==> src/exec_pkg.sv <==
// execute cluster package: widths, word and tag types, op enums, micro-op struct, latency
package exec_pkg;

  // datapath and ROB index widths
  localparam int XLEN  = 32;
  localparam int TAG_W = 6;

  // shift amount field taken from operand B
  localparam int SHAMT_W = $clog2(XLEN);

  // cycles from issue strobe to writeback bus
  localparam int EXEC_LAT = 2;

  typedef logic [XLEN-1:0]    word_t;
  typedef logic [TAG_W-1:0]   rob_tag_t;
  typedef logic [SHAMT_W-1:0] shamt_t;

  // size of one instruction, used for the link and fall-through address
  localparam word_t LINK_OFFSET = word_t'(4);

  // integer ALU operations
  typedef enum logic [3:0] {
    ALU_ADD   = 4'd0,
    ALU_SUB   = 4'd1,
    ALU_LUI   = 4'd2,
    ALU_AUIPC = 4'd3,
    ALU_AND   = 4'd4,
    ALU_OR    = 4'd5,
    ALU_XOR   = 4'd6,
    ALU_SLL   = 4'd7,
    ALU_SRL   = 4'd8,
    ALU_SRA   = 4'd9,
    ALU_SLT   = 4'd10,
    ALU_SLTU  = 4'd11
  } alu_op_e;

  // branch conditions and jump kinds
  typedef enum logic [2:0] {
    BR_EQ   = 3'd0,
    BR_NE   = 3'd1,
    BR_LT   = 3'd2,
    BR_GE   = 3'd3,
    BR_LTU  = 3'd4,
    BR_GEU  = 3'd5,
    BR_JAL  = 3'd6,
    BR_JALR = 3'd7
  } br_op_e;

  // decoded micro-op as it leaves the issue queue
  typedef struct packed {
    alu_op_e alu_op;
    br_op_e  br_op;
    logic    is_branch;
    logic    is_jump;
    // operand B from rs2, else from imm
    logic    has_rs2;
    // direction the front end followed
    logic    pred_taken;
    word_t   pc;
    word_t   imm;
  } uop_t;

endpackage
==> src/wb_if.sv <==
// writeback bundle: result, tag, mispredict flush and redirect address
`timescale 1ns/100ps

interface wb_if;

  logic                valid;
  exec_pkg::rob_tag_t  tag;
  exec_pkg::word_t     result;
  // flush for younger ops in the cluster
  logic                mispred;
  exec_pkg::word_t     redirect_pc;

  // driven by the writeback register
  modport src (
    output valid, tag, result, mispred, redirect_pc
  );

  // bypass and flush view for the issue side
  modport byp (
    input valid, result, mispred
  );

endinterface

==> src/issue_if.sv <==
// issue bundle: registered micro-op, forwarded operands and ROB tag
`timescale 1ns/100ps

interface issue_if (
  input logic clk_i
);

  logic                valid;
  exec_pkg::uop_t      uop;
  exec_pkg::word_t     op_rs1;
  exec_pkg::word_t     op_rs2;
  exec_pkg::rob_tag_t  tag;

  // driven by the issue register
  modport src (
    output valid, uop, op_rs1, op_rs2, tag
  );

  // read by the ALU, clock only for checks
  modport dst (
    input clk_i, valid, uop, op_rs1, op_rs2, tag
  );

endinterface

==> src/exec_cluster_top.sv <==
// execute cluster top: issue register, ALU and writeback register with plain ports
`timescale 1ns/100ps

module exec_cluster_top (
  input  logic                clk_i,
  input  logic                rst_n_i,

  // issue strobe, one op per cycle
  input  logic                issue_valid_i,
  input  exec_pkg::alu_op_e   issue_alu_op_i,
  input  exec_pkg::br_op_e    issue_br_op_i,
  input  logic                issue_is_branch_i,
  input  logic                issue_is_jump_i,
  input  logic                issue_has_rs2_i,
  input  logic                issue_pred_taken_i,
  input  exec_pkg::word_t     issue_pc_i,
  input  exec_pkg::word_t     issue_imm_i,
  input  exec_pkg::word_t     issue_rs1_i,
  input  exec_pkg::word_t     issue_rs2_i,
  input  logic                issue_rs1_fwd_i,
  input  logic                issue_rs2_fwd_i,
  input  exec_pkg::rob_tag_t  issue_tag_i,

  // writeback towards the ROB
  output logic                wb_valid_o,
  output exec_pkg::rob_tag_t  wb_tag_o,
  output exec_pkg::word_t     wb_result_o,
  output logic                wb_mispred_o,
  output exec_pkg::word_t     wb_redirect_pc_o
);

  exec_pkg::uop_t      issue_uop;
  logic                alu_valid;
  exec_pkg::rob_tag_t  alu_tag;
  exec_pkg::word_t     alu_result;
  logic                alu_mispred;
  exec_pkg::word_t     alu_redirect_pc;

  // gather the decoded fields into one micro-op
  assign issue_uop.alu_op     = issue_alu_op_i;
  assign issue_uop.br_op      = issue_br_op_i;
  assign issue_uop.is_branch  = issue_is_branch_i;
  assign issue_uop.is_jump    = issue_is_jump_i;
  assign issue_uop.has_rs2    = issue_has_rs2_i;
  assign issue_uop.pred_taken = issue_pred_taken_i;
  assign issue_uop.pc         = issue_pc_i;
  assign issue_uop.imm        = issue_imm_i;

  issue_if u_iss_if (.clk_i(clk_i));
  wb_if    u_wb_if ();

  issue_stage u_issue_stage (
    .clk_i           (clk_i),
    .rst_n_i         (rst_n_i),
    .issue_valid_i   (issue_valid_i),
    .issue_uop_i     (issue_uop),
    .issue_rs1_i     (issue_rs1_i),
    .issue_rs2_i     (issue_rs2_i),
    .issue_rs1_fwd_i (issue_rs1_fwd_i),
    .issue_rs2_fwd_i (issue_rs2_fwd_i),
    .issue_tag_i     (issue_tag_i),
    .iss             (u_iss_if.src),
    .byp             (u_wb_if.byp)
  );

  execute_alu u_execute_alu (
    .iss               (u_iss_if.dst),
    .alu_valid_o       (alu_valid),
    .alu_tag_o         (alu_tag),
    .alu_result_o      (alu_result),
    .alu_mispred_o     (alu_mispred),
    .alu_redirect_pc_o (alu_redirect_pc)
  );

  wb_stage u_wb_stage (
    .clk_i             (clk_i),
    .rst_n_i           (rst_n_i),
    .alu_valid_i       (alu_valid),
    .alu_tag_i         (alu_tag),
    .alu_result_i      (alu_result),
    .alu_mispred_i     (alu_mispred),
    .alu_redirect_pc_i (alu_redirect_pc),
    .wb                (u_wb_if.src)
  );

  assign wb_valid_o       = u_wb_if.valid;
  assign wb_tag_o         = u_wb_if.tag;
  assign wb_result_o      = u_wb_if.result;
  assign wb_mispred_o     = u_wb_if.mispred;
  assign wb_redirect_pc_o = u_wb_if.redirect_pc;

endmodule

==> src/wb_stage.sv <==
// writeback register driving the result bus, bypass source and flush
`timescale 1ns/100ps

module wb_stage (
  input  logic                clk_i,
  input  logic                rst_n_i,

  // combinational ALU outputs
  input  logic                alu_valid_i,
  input  exec_pkg::rob_tag_t  alu_tag_i,
  input  exec_pkg::word_t     alu_result_i,
  input  logic                alu_mispred_i,
  input  exec_pkg::word_t     alu_redirect_pc_i,

  wb_if.src                   wb
);

  logic                valid_q;
  logic                mispred_q;
  exec_pkg::rob_tag_t  tag_q;
  exec_pkg::word_t     result_q;
  exec_pkg::word_t     redirect_q;

  always_ff @(posedge clk_i) begin
    if (!rst_n_i) begin
      valid_q    <= 1'b0;
      mispred_q  <= 1'b0;
      tag_q      <= '0;
      result_q   <= '0;
      redirect_q <= '0;
    end else begin
      valid_q   <= alu_valid_i;
      // ALU qualifies its mispredict with valid
      mispred_q <= alu_mispred_i;
      if (alu_valid_i) begin
        tag_q      <= alu_tag_i;
        result_q   <= alu_result_i;
        redirect_q <= alu_redirect_pc_i;
      end
    end
  end

  assign wb.valid       = valid_q;
  assign wb.tag         = tag_q;
  assign wb.result      = result_q;
  assign wb.mispred     = mispred_q;
  assign wb.redirect_pc = redirect_q;

  // the issue side relies on a flush never appearing alone
  a_mispred_valid: assert property (
    @(posedge clk_i) disable iff (!rst_n_i)
    wb.mispred |-> wb.valid
  ) else $error("mispredict on writeback bus without a valid op");

endmodule

==> src/execute_alu.sv <==
// integer ALU: operand select, arithmetic and logic ops, branch resolve, mispredict check
`timescale 1ns/100ps

module execute_alu (
  issue_if.dst                iss,

  // towards the writeback register
  output logic                alu_valid_o,
  output exec_pkg::rob_tag_t  alu_tag_o,
  output exec_pkg::word_t     alu_result_o,
  output logic                alu_mispred_o,
  output exec_pkg::word_t     alu_redirect_pc_o
);

  exec_pkg::word_t   op_a;
  exec_pkg::word_t   op_b;
  exec_pkg::shamt_t  shamt;
  exec_pkg::word_t   alu_res;
  exec_pkg::word_t   link_pc;
  exec_pkg::word_t   br_target;
  logic              br_take;
  logic              is_ctrl;

  // AUIPC adds to the pc, everything else works on rs1
  assign op_a = (iss.uop.alu_op == exec_pkg::ALU_AUIPC) ? iss.uop.pc : iss.op_rs1;
  assign op_b = iss.uop.has_rs2 ? iss.op_rs2 : iss.uop.imm;

  assign shamt = op_b[exec_pkg::SHAMT_W-1:0];

  always_comb begin
    alu_res = '0;
    unique case (iss.uop.alu_op)
      exec_pkg::ALU_ADD:   alu_res = op_a + op_b;
      exec_pkg::ALU_SUB:   alu_res = op_a - op_b;
      exec_pkg::ALU_LUI:   alu_res = iss.uop.imm;
      exec_pkg::ALU_AUIPC: alu_res = op_a + op_b;
      exec_pkg::ALU_AND:   alu_res = op_a & op_b;
      exec_pkg::ALU_OR:    alu_res = op_a | op_b;
      exec_pkg::ALU_XOR:   alu_res = op_a ^ op_b;
      exec_pkg::ALU_SLL:   alu_res = op_a << shamt;
      exec_pkg::ALU_SRL:   alu_res = op_a >> shamt;
      exec_pkg::ALU_SRA:   alu_res = $signed(op_a) >>> shamt;
      exec_pkg::ALU_SLT:   alu_res = exec_pkg::word_t'($signed(op_a) < $signed(op_b));
      exec_pkg::ALU_SLTU:  alu_res = exec_pkg::word_t'(op_a < op_b);
      default:             alu_res = '0;
    endcase
  end

  // return address for jumps, fall-through for not-taken branches
  assign link_pc = iss.uop.pc + exec_pkg::LINK_OFFSET;

  // JALR is register relative, the rest pc relative
  assign br_target = (iss.uop.br_op == exec_pkg::BR_JALR) ?
                     (iss.op_rs1 + iss.uop.imm) : (iss.uop.pc + iss.uop.imm);

  // branch compares always use the register operands
  always_comb begin
    br_take = 1'b0;
    if (iss.uop.is_branch) begin
      unique case (iss.uop.br_op)
        exec_pkg::BR_EQ:  br_take = (iss.op_rs1 == iss.op_rs2);
        exec_pkg::BR_NE:  br_take = (iss.op_rs1 != iss.op_rs2);
        exec_pkg::BR_LT:  br_take = ($signed(iss.op_rs1) <  $signed(iss.op_rs2));
        exec_pkg::BR_GE:  br_take = ($signed(iss.op_rs1) >= $signed(iss.op_rs2));
        exec_pkg::BR_LTU: br_take = (iss.op_rs1 <  iss.op_rs2);
        exec_pkg::BR_GEU: br_take = (iss.op_rs1 >= iss.op_rs2);
        default:          br_take = 1'b0;
      endcase
    end else if (iss.uop.is_jump) begin
      br_take = 1'b1;
    end
  end

  assign is_ctrl = iss.uop.is_branch || iss.uop.is_jump;

  // wrong direction either way needs a redirect
  assign alu_mispred_o     = iss.valid && is_ctrl && (br_take != iss.uop.pred_taken);
  assign alu_redirect_pc_o = br_take ? br_target : link_pc;

  assign alu_valid_o  = iss.valid;
  assign alu_tag_o    = iss.tag;
  assign alu_result_o = iss.uop.is_jump ? link_pc : alu_res;

  // decoder never marks an op as both kinds of control transfer
  a_branch_jump_excl: assert property (
    @(posedge iss.clk_i)
    iss.valid |-> !(iss.uop.is_branch && iss.uop.is_jump)
  ) else $error("op marked as both branch and jump");

endmodule

==> src/issue_stage.sv <==
// issue register with operand forwarding from writeback and flush squash
`timescale 1ns/100ps

module issue_stage (
  input  logic                clk_i,
  input  logic                rst_n_i,

  // issue strobe from the scheduler
  input  logic                issue_valid_i,
  input  exec_pkg::uop_t      issue_uop_i,
  input  exec_pkg::word_t     issue_rs1_i,
  input  exec_pkg::word_t     issue_rs2_i,
  input  logic                issue_rs1_fwd_i,
  input  logic                issue_rs2_fwd_i,
  input  exec_pkg::rob_tag_t  issue_tag_i,

  issue_if.src                iss,
  wb_if.byp                   byp
);

  logic                valid_q;
  exec_pkg::uop_t      uop_q;
  exec_pkg::word_t     rs1_q;
  exec_pkg::word_t     rs2_q;
  logic                rs1_fwd_q;
  logic                rs2_fwd_q;
  exec_pkg::rob_tag_t  tag_q;
  logic                flush;

  // a mispredicting op on the writeback bus kills everything younger
  assign flush = byp.valid && byp.mispred;

  always_ff @(posedge clk_i) begin
    if (!rst_n_i) begin
      valid_q <= 1'b0;
    end else begin
      // strobe arriving during a flush is younger, so drop it
      valid_q <= issue_valid_i && !flush;
    end
  end

  // operation payload, only meaningful with valid_q
  always_ff @(posedge clk_i) begin
    if (issue_valid_i) begin
      uop_q     <= issue_uop_i;
      rs1_q     <= issue_rs1_i;
      rs2_q     <= issue_rs2_i;
      rs1_fwd_q <= issue_rs1_fwd_i;
      rs2_fwd_q <= issue_rs2_fwd_i;
      tag_q     <= issue_tag_i;
    end
  end

  // held op is squashed in the same cycle the flush shows up
  assign iss.valid = valid_q && !flush;
  assign iss.uop   = uop_q;
  assign iss.tag   = tag_q;

  // forwarded operands come from the op one cycle ahead
  assign iss.op_rs1 = rs1_fwd_q ? byp.result : rs1_q;
  assign iss.op_rs2 = rs2_fwd_q ? byp.result : rs2_q;

  // a forwarded operand needs a producer on the writeback bus
  a_fwd_has_producer: assert property (
    @(posedge clk_i) disable iff (!rst_n_i)
    (valid_q && (rs1_fwd_q || rs2_fwd_q)) |-> byp.valid
  ) else $error("forward flag set without a valid writeback to bypass");

endmodule

==> config.mk <==
export PLATFORM = sky130hd
export DESIGN_NAME = exec_cluster_top
export DESIGN_NICKNAME = d
export VERILOG_FILES = /design/src/exec_pkg.sv /design/src/wb_if.sv /design/src/issue_if.sv /design/src/exec_cluster_top.sv /design/src/wb_stage.sv /design/src/execute_alu.sv /design/src/issue_stage.sv
export SDC_FILE = /design/constraint.sdc
export NUM_CORES = 1
export LEC_CHECK = 0
export ABC_CLOCK_PERIOD_IN_PS = 4600
export BUFFER_PORTS_ARGS = -buffer_cell sky130_fd_sc_hd__buf_2
export CAP_MARGIN = 20
export CORE_ASPECT_RATIO = 0.7
export CORE_MARGIN = 3
export CORE_UTILIZATION = 45
export CTS_CLUSTER_DIAMETER = 150
export DETAILED_ROUTE_END_ITERATION = 16
export PLACE_DENSITY_LB_ADDON = 0.3
export SLEW_MARGIN = 40
export SYNTH_ARGS = -nofsm -noshare
export SYNTH_HDL_FRONTEND = slang
export SYNTH_HIERARCHICAL = 1
export SYNTH_SLANG_ARGS = --single-unit
==> constraint.sdc <==
create_clock -name clk_i -period 4.6 [get_ports clk_i]
set_input_delay 1.38 -clock clk_i [delete_from_list [all_inputs] [get_ports clk_i]]
set_output_delay 1.38 -clock clk_i [all_outputs]
set_load 0.1 [all_outputs]
# Yosys cells after proc, flatten, opt, wreduce, memory -nomap -nowiden
# Cells that the tools add are included.
[classes]
add_sub_neg = 5
order_cmp = 6
eq_ne = 20
shifts = 3
muxes = 11
bitwise = 3
n_reduce_logical = 10
[ops]
columns = ["operator", "count"]
rows = [
  ["32-bit case mux with 11 select lines", 1],
  ["32-bit two-way mux", 7],
  ["32-bit < comparator", 4],
  ["32-bit adder", 3],
  ["32-bit >= comparator", 2],
  ["32-bit by 3-bit adder with 32-bit output (second input constant)", 1],
  ["32-bit bitwise AND", 1],
  ["32-bit == test", 1],
  ["32-bit != test", 1],
  ["32-bit bitwise OR", 1],
  ["32-bit by 5-bit << shifter with 32-bit output", 1],
  ["32-bit by 5-bit right shift with 32-bit output", 1],
  ["32-bit by 5-bit >>> shifter with 32-bit output", 1],
  ["32-bit subtractor", 1],
  ["32-bit bitwise XOR", 1],
  ["4-bit by 3-bit == test with 1-bit output (second input constant)", 4],
  ["4-bit == test (second input constant)", 4],
  ["3-bit == test (second input constant)", 3],
  ["4-bit by 2-bit == test with 1-bit output (second input constant)", 2],
  ["3-bit by 2-bit == test with 1-bit output (second input constant)", 2],
  ["1-bit case mux with 6 select lines", 1],
  ["1-bit logical AND", 5],
  ["4-bit by 1-bit == test with 1-bit output (second input constant)", 1],
  ["4-bit logical NOT", 1],
  ["7 further kinds", 8],
]
[word_totals]
regBits = 220
input_bits = 150
out_inout_bits = 72
elab_cells = 77

# Depth between registers and ports, before layout
# Gate-level depths: netlist of run 1.
[logic_depth]
depth_word = 6
depth_mapped = 23
depth_no_buf = 18

# Cells and area by module
# The synthesis of run 1 kept the hierarchy.
[by_module_without_submodules]
columns = ["module", "n_inst", "cells_each", "area_per_inst_um2", "seq_area_each_um2"]
rows = [
  ["execute_alu", 1, 2081, 14158.6, 0.0],
  ["issue_stage", 1, 223, 5539.1, 4434.3],
  ["wb_stage", 1, 230, 2740.1, 1441.4],
]

# Worst setup path after synthesis of run 1
# Ideal clock, no wire load.
[synth_path]
path_kind = "flip-flop to flip-flop"
start = "register u_wb_stage.result_q[0] (netlist: u_wb_stage/wb.result[0])"
end = "register u_wb_stage.result_q[30] (netlist: u_wb_stage/wb.result[30])"
setup_time_ps = 120
t_arrival_ps = 4979
required_time_ps = 4480
setup_slack_ps = -498
stages_incl_launch_ff = 22
n_path_buf = 4
period_less_slack_ps = 5098
path_cell_list = "dfxtp_1 mux2_4 mux2_4 buf_6 buf_2 buf_4 clkbuf_1 ha_1 inv_1 fa_1 nor2_1 o221ai_1 a221o_1 o2111ai_1 a21oi_1 o21ai_0 a21oi_1 o21bai_1 xor2_1 a221o_1 mux2i_1 nor2b_1"
[synth_between]
elab_chain_len = 5
word_cells_on_any_way = 11
classes_between = "add/sub (2); shift (3); mux (6)"
[synth_rtl]
columns = ["item", "line_no", "rtl"]
rows = [
  ["start: declaration", "wb_stage.sv:21", "exec_pkg::word_t result_q;"],
  ["start signal: assignment", "wb_stage.sv:37", "result_q <= alu_result_i;"],
  ["32-bit two-way mux *", "issue_stage.sv:61", "assign iss.op_rs2 = rs2_fwd_q ? byp.result : rs2_q;"],
  ["via u_iss_if.op_rs2[0]", "issue_if.sv:11", "exec_pkg::word_t op_rs2;"],
  ["32-bit two-way mux *", "execute_alu.sv:26", "assign op_b = iss.uop.has_rs2 ? iss.op_rs2 : iss.uop.imm;"],
  ["32-bit adder (tied with other cells)", "execute_alu.sv:33, execute_alu.sv:36", ""],
  ["32-bit case mux with 11 select lines *", "execute_alu.sv:32", "unique case (iss.uop.alu_op)"],
  ["32-bit two-way mux *", "execute_alu.sv:82", "assign alu_result_o = iss.uop.is_jump ? link_pc : alu_res;"],
  ["via alu_result[30]", "exec_cluster_top.sv:35", "exec_pkg::word_t alu_result;"],
]
# Mark *: on every way through the listed nets, which the timed path passes. The rest lies on a longest branch.
# A chain may end at the register's enable or synchronous reset.

# Worst setup path in the final report of run 1
[layout_path]
start = "register u_issue_stage.rs1_fwd_q"
end = "register u_wb_stage.redirect_q[20] (netlist: u_wb_stage/wb.redirect_pc[20])"
[layout_between]
elab_chain_len = 5
word_cells_on_any_way = 12
classes_between = "add/sub (1); order compare (4); eq/ne (2); mux (5)"
[layout_rtl]
columns = ["item", "line_no", "rtl"]
rows = [
  ["start: declaration", "issue_stage.sv:25", "logic rs1_fwd_q;"],
  ["start signal: assignment", "issue_stage.sv:48", "rs1_fwd_q <= issue_rs1_fwd_i;"],
  ["32-bit two-way mux *", "issue_stage.sv:60", "assign iss.op_rs1 = rs1_fwd_q ? byp.result : rs1_q;"],
  ["via u_iss_if.op_rs1[22]", "issue_if.sv:10", "exec_pkg::word_t op_rs1;"],
  ["32-bit >= comparator (tied with other cells)", "execute_alu.sv:66", "exec_pkg::BR_GEU: br_take = (iss.op_rs1 >= iss.op_rs2);"],
  ["1-bit case mux with 6 select lines *", "execute_alu.sv:60", "unique case (iss.uop.br_op)"],
  ["1-bit two-way mux *", "execute_alu.sv:59", "if (iss.uop.is_branch) begin"],
  ["32-bit two-way mux *", "execute_alu.sv:78", "assign alu_redirect_pc_o = br_take ? br_target : link_pc;"],
  ["via alu_redirect_pc[20]", "exec_cluster_top.sv:37", "exec_pkg::word_t alu_redirect_pc;"],
  ["end signal: assignment", "wb_stage.sv:38", "redirect_q <= alu_redirect_pc_i;"],
  ["end: declaration", "wb_stage.sv:22", "exec_pkg::word_t redirect_q;"],
]
# Marks and branches as above.

==> results.toml, run 1 <==
[status]
outcome = "finished, final reports clean"

[run]
maxCapViolations = 0

[grt]
grt_pass1_wl_um = 150000
antenna_found_initial = 4
grt_pass1_vias = 21700
gr-total-overflow = 0
track_usage = 0.386
grt_max_degree = 66

[clock_network]
root_buffer = "clkbuf_16"
cts_tree = "yes"
cts-buffers-inserted = 24
clk_pin_slew_ps = 70
cts_sinks = 220
cts_max_path_buffers = 3
clock_latency_ps = 560
holdBufCountCts = 0
htree_levels = 1

[detailed_routing]
drt_iter0_drc = 2963
num_vias = 23000
wire_per_inst_um = 29.5
via_per_inst = 6.42
ant_nets = 0
drt-total-wl_um = 106000
first_pass_iters = 6
drc = 0

[finish]
layout_common_cells = "277 x buf_4, 260 x nand2_1, 219 x buf_2, 168 x mux2i_1, 164 x nor2_1"
layout-drive-gt1-share = 0.299
syn_to_final_growth_pct = 22.1
final_util = 0.564
final_common_cell = "buf_4"
nNetsFinal = 3223
fill_cells = 4401

[synthesis]
synth_simple_gate_area_frac = 0.158
synth_top_family_by_area = "compound AO/OA/AOI/OAI gates"
netlist_instances = 2534
synth_adder_area_share = 0.0925
yosysWarnings = 6
synthXorXnorAreaFrac = 0.0277
synth.avg_cell_area_um2 = 8.85
syn_nets = 2848
synthArstFlopShare = 0
syn_area_um2 = 22400
synth.distinct_cells = 97
synth_ff_type = "edfxtp_1"
synth_edf_count = 147
synth_compound_area_frac = 0.202
ys_seq_area_frac = 0.262
synth-seq-cells = 220
synthMuxAreaShare = 0.190

[power_and_ir_drop]
p_int_mw = 5.70
pwr-share-comb = 0.553
p_leak_nw = 11.7
p_switching_mw = 4.62
total_power_mw = 10.3
ir_worst_vdd_mv = 0.357
switching_share = 0.447
power_frac_seq = 0.240
p_per_area_nw_per_um2 = 377
clockPowerShare = 0.206

[placement]
hpwl_um = 82700
gp_congestion = 1.07
io_buffers = 221

[die]
die_area_um2 = 52600
die_x_um = 273
rows = 67
core_area_um2 = 48500
initial_core_util = 0.462
fp.dieH_um = 193
io_pins = 222

[sta]
rsz0062_at_grt = "true"
slew_headroom = 0.394
fmax_ghz = 0.219
fin_skew_ps = 19.2
final.min_clock_period_ps = 4560
slew_viol_final = 0
tns_ps = 0
hold_violations = 0
finalCritPeriodShare = 0.991
worst_pin_slew_ps = 909
fin_hold_ws_ps = 522
setup_violations = 0

[worst_setup_path]
reg2reg_slack_ps = 40
r2r-end = "u_wb_stage/wb.redirect_pc[20]"
critPathKind = "flip-flop to flip-flop"
critical_path.startpoint_type = "flip-flop"
worstPathArrival_ps = 5000
cp_cell_sequence = "buf_8, buf_4, mux2_4, ha_1, a21o_1, a21oi_1, o211ai_1, a221o_1, or4b_1, a31oi_4, o221ai_4, buf_12, buf_4, nand2_1, o21ai_1, mux2i_1, nor2b_1"
worstSetupEndpointType = "flip-flop"
crit_fanout = 36
worstRegToRegCells = 17
max_stage_delay_ps = 540
r2r-start = "u_issue_stage/rs1_fwd_q"
cpMaxStageDelayCell = "or4b_1"
cp.required_ps = 5040
crit_top_cell = "buf_4"

[worst_hold_path]
hold_path_class = "flip-flop to flip-flop"
whs_endpoint = "u_wb_stage/wb.tag[3]"
hold_path_depth = 2
min-delay-start = "u_issue_stage/iss.tag[3]"
[metal layers]
| metal | share of wire | global-route usage | vias to the layer above |
|---|---|---|---|
| met5 | 0.00023 | 0 | - |
| met4 | 0.060 | 0.199 | 4 |
| met3 | 0.12 | 0.107 | 300 |
| met2 | 0.41 | 0.570 | 1483 |
| met1 | 0.41 | 0.515 | 11100 |
| li1 | - | - | 10100 |
[timing repair]
action | CTS | global route
cloned | 1 | 1
pin swaps | 2 | 40
endpoints found under the hold margin | 0 | 0
setup endpoints to repair | 26 | 46
gates resized for setup | 22 | 112
setup buffers | 0 | 19
[power groups by stage]
stage	combinational [mW]	clock, mW	sequential, mW
finish	5.71	2.13	2.48
global route	5.98	2.23	2.49
CTS	5.26	2.16	2.47
detailed placement	5.20	0	2.51
global placement	5.18	0	2.51
floorplan	2.95	0	2.80
[worst max path at each step]
| stage | from | endpoint | slack [ps] | cells past startpoint |
|---|---|---|---|---|
| floorplan | u_issue_stage/rs2_fwd_q | u_wb_stage/wb.result[30] | -40 | 22 |
| global placement | u_issue_stage/iss.uop[74] | u_wb_stage/wb.result[23] | -450 | 19 |
| detailed placement | u_issue_stage/iss.uop[74] | u_wb_stage/wb.result[23] | -570 | 19 |
| CTS | u_issue_stage/iss.uop[74] | u_wb_stage/wb.result[26] | 1 | 17 |
| global route | u_issue_stage/iss.uop[73] | u_wb_stage/wb.result[23] | -30 | 20 |
| finish | u_issue_stage/rs1_fwd_q | u_wb_stage/wb.redirect_pc[20] | 40 | 17 |
[cell type report]
class | count | area, um^2 | share of cell area
Timing Repair Buffer | 517 | 3560 | 0.130
Sequential cell | 220 | 5880 | 0.215
Tap cell | 655 | 820 | 0.0299
Clock inverter | 15 | 210 | 0.00767
Multi-Input combinational cell | 2008 | 15800 | 0.575
Clock buffer | 29 | 651 | 0.0238
Antenna cell | 1 | 2.50 | 0.0000913
Inverter | 138 | 522 | 0.0190
[synth_stat cells (all sizes together), types with 38 or more instances]
master    n  area share
a21oi   165       0.037
buf      77       0.030
clkbuf   91       0.015
dfxtp    73       0.065
edfxtp  147        0.20
ha      161       0.090
inv     137       0.023
mux2    158       0.091
mux2i   182       0.084
nand2   263       0.044
nand3    63       0.014
nor2    167       0.028
nor2b    84       0.023
nor3     46       0.010
o21ai   133       0.030
xnor2    38       0.015
[registers in the layout (all words and copies together), names as in the netlist]
name and flops:
u_issue_stage/iss.tag 6, u_issue_stage/iss.uop 75, u_issue_stage/rs1_fwd_q 1, u_issue_stage/rs1_q 32, u_issue_stage/rs2_fwd_q 1, u_issue_stage/rs2_q 32, u_issue_stage/valid_q 1, u_wb_stage/wb.mispred 1
u_wb_stage/wb.redirect_pc 32, u_wb_stage/wb.result 32, u_wb_stage/wb.tag 6, u_wb_stage/wb.valid 1
[critical path: cells and delay by family, from the launching register on]
kind            cells  cell delay [ps]
compound gates      7             1550
fa+ha+maj           1              340
buf+inv             4              820
flops               1              490
mux                 2              520
simple gates        3              700
[per-stage QoR]
| step | cell area (um^2) | instances | worst slack [ps] |
|---|---|---|---|
| detailed placement | 25700 | 3517 | -569 |
| CTS | 26700 | 3562 | 1.47 |
| floorplan | 22500 | 2534 | -41.7 |
| global placement | 25600 | 3515 | -451 |
| finish | 27400 | 3583 | 39.8 |
| global route | 27400 | 3582 | -32.3 |
[cells by family after synthesis]
family | after synthesis
AO/OA/AOI/OAI | 668
XOR/XNOR | 71
adder cells (fa/ha/maj) | 164
buffers and inverters | 306
flip-flops | 220
multiplexers | 355
AND/OR/NAND/NOR | 750
(Power assumes the default switching activity.)
==> run 2: changes to the inputs <==
--- a/config.mk
+++ b/config.mk
@@ -14,6 +14,7 @@
 export CTS_CLUSTER_DIAMETER = 150
 export DETAILED_ROUTE_END_ITERATION = 16
 export PLACE_DENSITY_LB_ADDON = 0.3
+export RECOVER_POWER = 50
 export SLEW_MARGIN = 40
 export SYNTH_ARGS = -nofsm -noshare
 export SYNTH_HDL_FRONTEND = slang
==> results.toml, run 2 (synthesis results as in run 1) <==
[worst_setup_path]
cpMaxStageDelayCell = "o41ai_4"
r2r-start = "u_issue_stage/iss.uop[73]"
critPathKind = "flip-flop to flip-flop"
critical_path.startpoint_type = "flip-flop"
cp_cell_sequence = "nor4bb_4, buf_6, clkbuf_16, mux2i_4, inv_1, ha_1, nor2_1, a221o_1, a21oi_2, o21a_2, nand3b_1, o21ai_4, o32a_1, a22oi_2, o41ai_4, nand2_1, mux2i_1, nor2b_1"
max_stage_delay_ps = 470
reg2reg_slack_ps = 50
crit_start = "u_issue_stage/iss.uop[73]"
worstSetupEndpointType = "flip-flop"
crit_fanout = 7
cp.required_ps = 5050
worstPathArrival_ps = 5000

[status]
violations = "max-capacitance violations, max-slew violations"
outcome = "finished, violations left"

[grt]
antenna_found_initial = 4
track_usage = 0.386
gr-total-overflow = 0
grt_max_degree = 66
grt_pass1_wl_um = 150000
grt_pass1_vias = 21700

[finish]
largest_reg_flops = 75
fill_cells = 4409
final_common_cell = "buf_4"
syn_to_final_growth_pct = 22.0
layout-drive-gt1-share = 0.296
nNetsFinal = 3223
layout_common_cells = "275 x buf_4, 260 x nand2_1, 211 x buf_2, 168 x mux2i_1, 164 x nor2_1"

[die]
io_pins = 222
core_area_um2 = 48500
initial_core_util = 0.462
rows = 67
die_area_um2 = 52600
die_x_um = 273
fp.dieH_um = 193

[power_and_ir_drop]
p_switching_mw = 4.61
clockPowerShare = 0.206
switching_share = 0.447
power_frac_seq = 0.241
ir_worst_vdd_mv = 0.357
pwr-share-comb = 0.553
p_leak_nw = 11.7
p_per_area_nw_per_um2 = 377
p_int_mw = 5.70

[clock_network]
cts_sinks = 220
cts_max_path_buffers = 3
htree_levels = 1
cts-buffers-inserted = 24
clk_pin_slew_ps = 70
root_buffer = "clkbuf_16"
clock_latency_ps = 560
cts_tree = "yes"

[sta]
setup_violations = 0
tns_ps = 0
fmax_ghz = 0.220
rsz0062_at_grt = "true"
hold_violations = 0
slew_headroom = -0.230
worst_pin_slew_ps = 1850
fin_hold_ws_ps = 516
fin_skew_ps = 19.6
slew_viol_final = 94
final.min_clock_period_ps = 4550
finalCritPeriodShare = 0.989

[worst_hold_path]
min-delay-start = "u_wb_stage/wb.redirect_pc[23]"
hold_path_class = "flip-flop to flip-flop"

[detailed_routing]
drt-total-wl_um = 105000
via_per_inst = 6.41
drt_iter0_drc = 3005
first_pass_iters = 6
num_vias = 23000
drc = 0
wire_per_inst_um = 29.4
ant_nets = 0

[placement]
io_buffers = 221
hpwl_um = 82700
gp_congestion = 1.07

[run]
maxCapViolations = 2
[run 2: path summary, 6_finish.rpt]
check                             endpoint  depth (start not counted)
max               u_wb_stage/wb.result[23]                         18
max reg2reg       u_wb_stage/wb.result[23]                         18
min reg2reg  u_wb_stage/wb.redirect_pc[23]                          2
min          u_wb_stage/wb.redirect_pc[23]                          2
[run 2: metal layers]
layer,share of wire,wire (um),track usage
met5,0.00010,11,0
met4,0.060,6300,0.199
met3,0.12,12600,0.107
met2,0.41,43400,0.570
met1,0.41,43100,0.515
[run 2: timing repair]
action                     CTS  global route
cloned                       1             1
setup buffers                0            19
pin swaps                    2            40
setup endpoints to repair   26            46
resized for setup           22           112
hold buffers                 0             0
[run 2: power by group through the flow]
stage / logic (mW) / clock network, mW / registers, mW
2_1_floorplan: 2.95 / 0 / 2.80
3_3_place_gp: 5.18 / 0 / 2.51
3_5_place_dp: 5.20 / 0 / 2.51
4_1_cts: 5.26 / 2.16 / 2.47
5_1_grt: 5.98 / 2.23 / 2.49
6_report: 5.70 / 2.13 / 2.48
[run 2: final cells by class]
type / instances / area (um^2) / share of cell area
multi-input combinational: 2008 / 15800 / 0.575
sequential: 220 / 5880 / 0.215
timing repair buffer: 517 / 3530 / 0.129
tap: 655 / 820 / 0.0299
clock buffer: 29 / 651 / 0.0238
inverter: 138 / 522 / 0.0191
clock inverter: 15 / 210 / 0.00768
antenna: 3 / 7.51 / 0.000274
[run 2: critical path, delay by kind of cell, from the launching register on]
family          cells  cell delay, ps
simple gates        5             750
compound gates      7            1840
flops               1             430
mux                 2             490
fa+ha+maj           1             350
buf+inv             3             560
[run 2: through the flow]
step / power [mW] / utilization / worst slack (ps) / instances / area (um^2)
6_report: 10.3 / 0.564 / 50.9 / 3585 / 27400
5_1_grt: 10.7 / 0.564 / -32.3 / 3582 / 27400
4_1_cts: 9.89 / 0.549 / 1.47 / 3562 / 26700
3_5_place_dp: 7.71 / 0.529 / -569 / 3517 / 25700
3_3_place_gp: 7.69 / 0.528 / -451 / 3515 / 25600
2_1_floorplan: 5.75 / - / -41.7 / 2534 / 22500
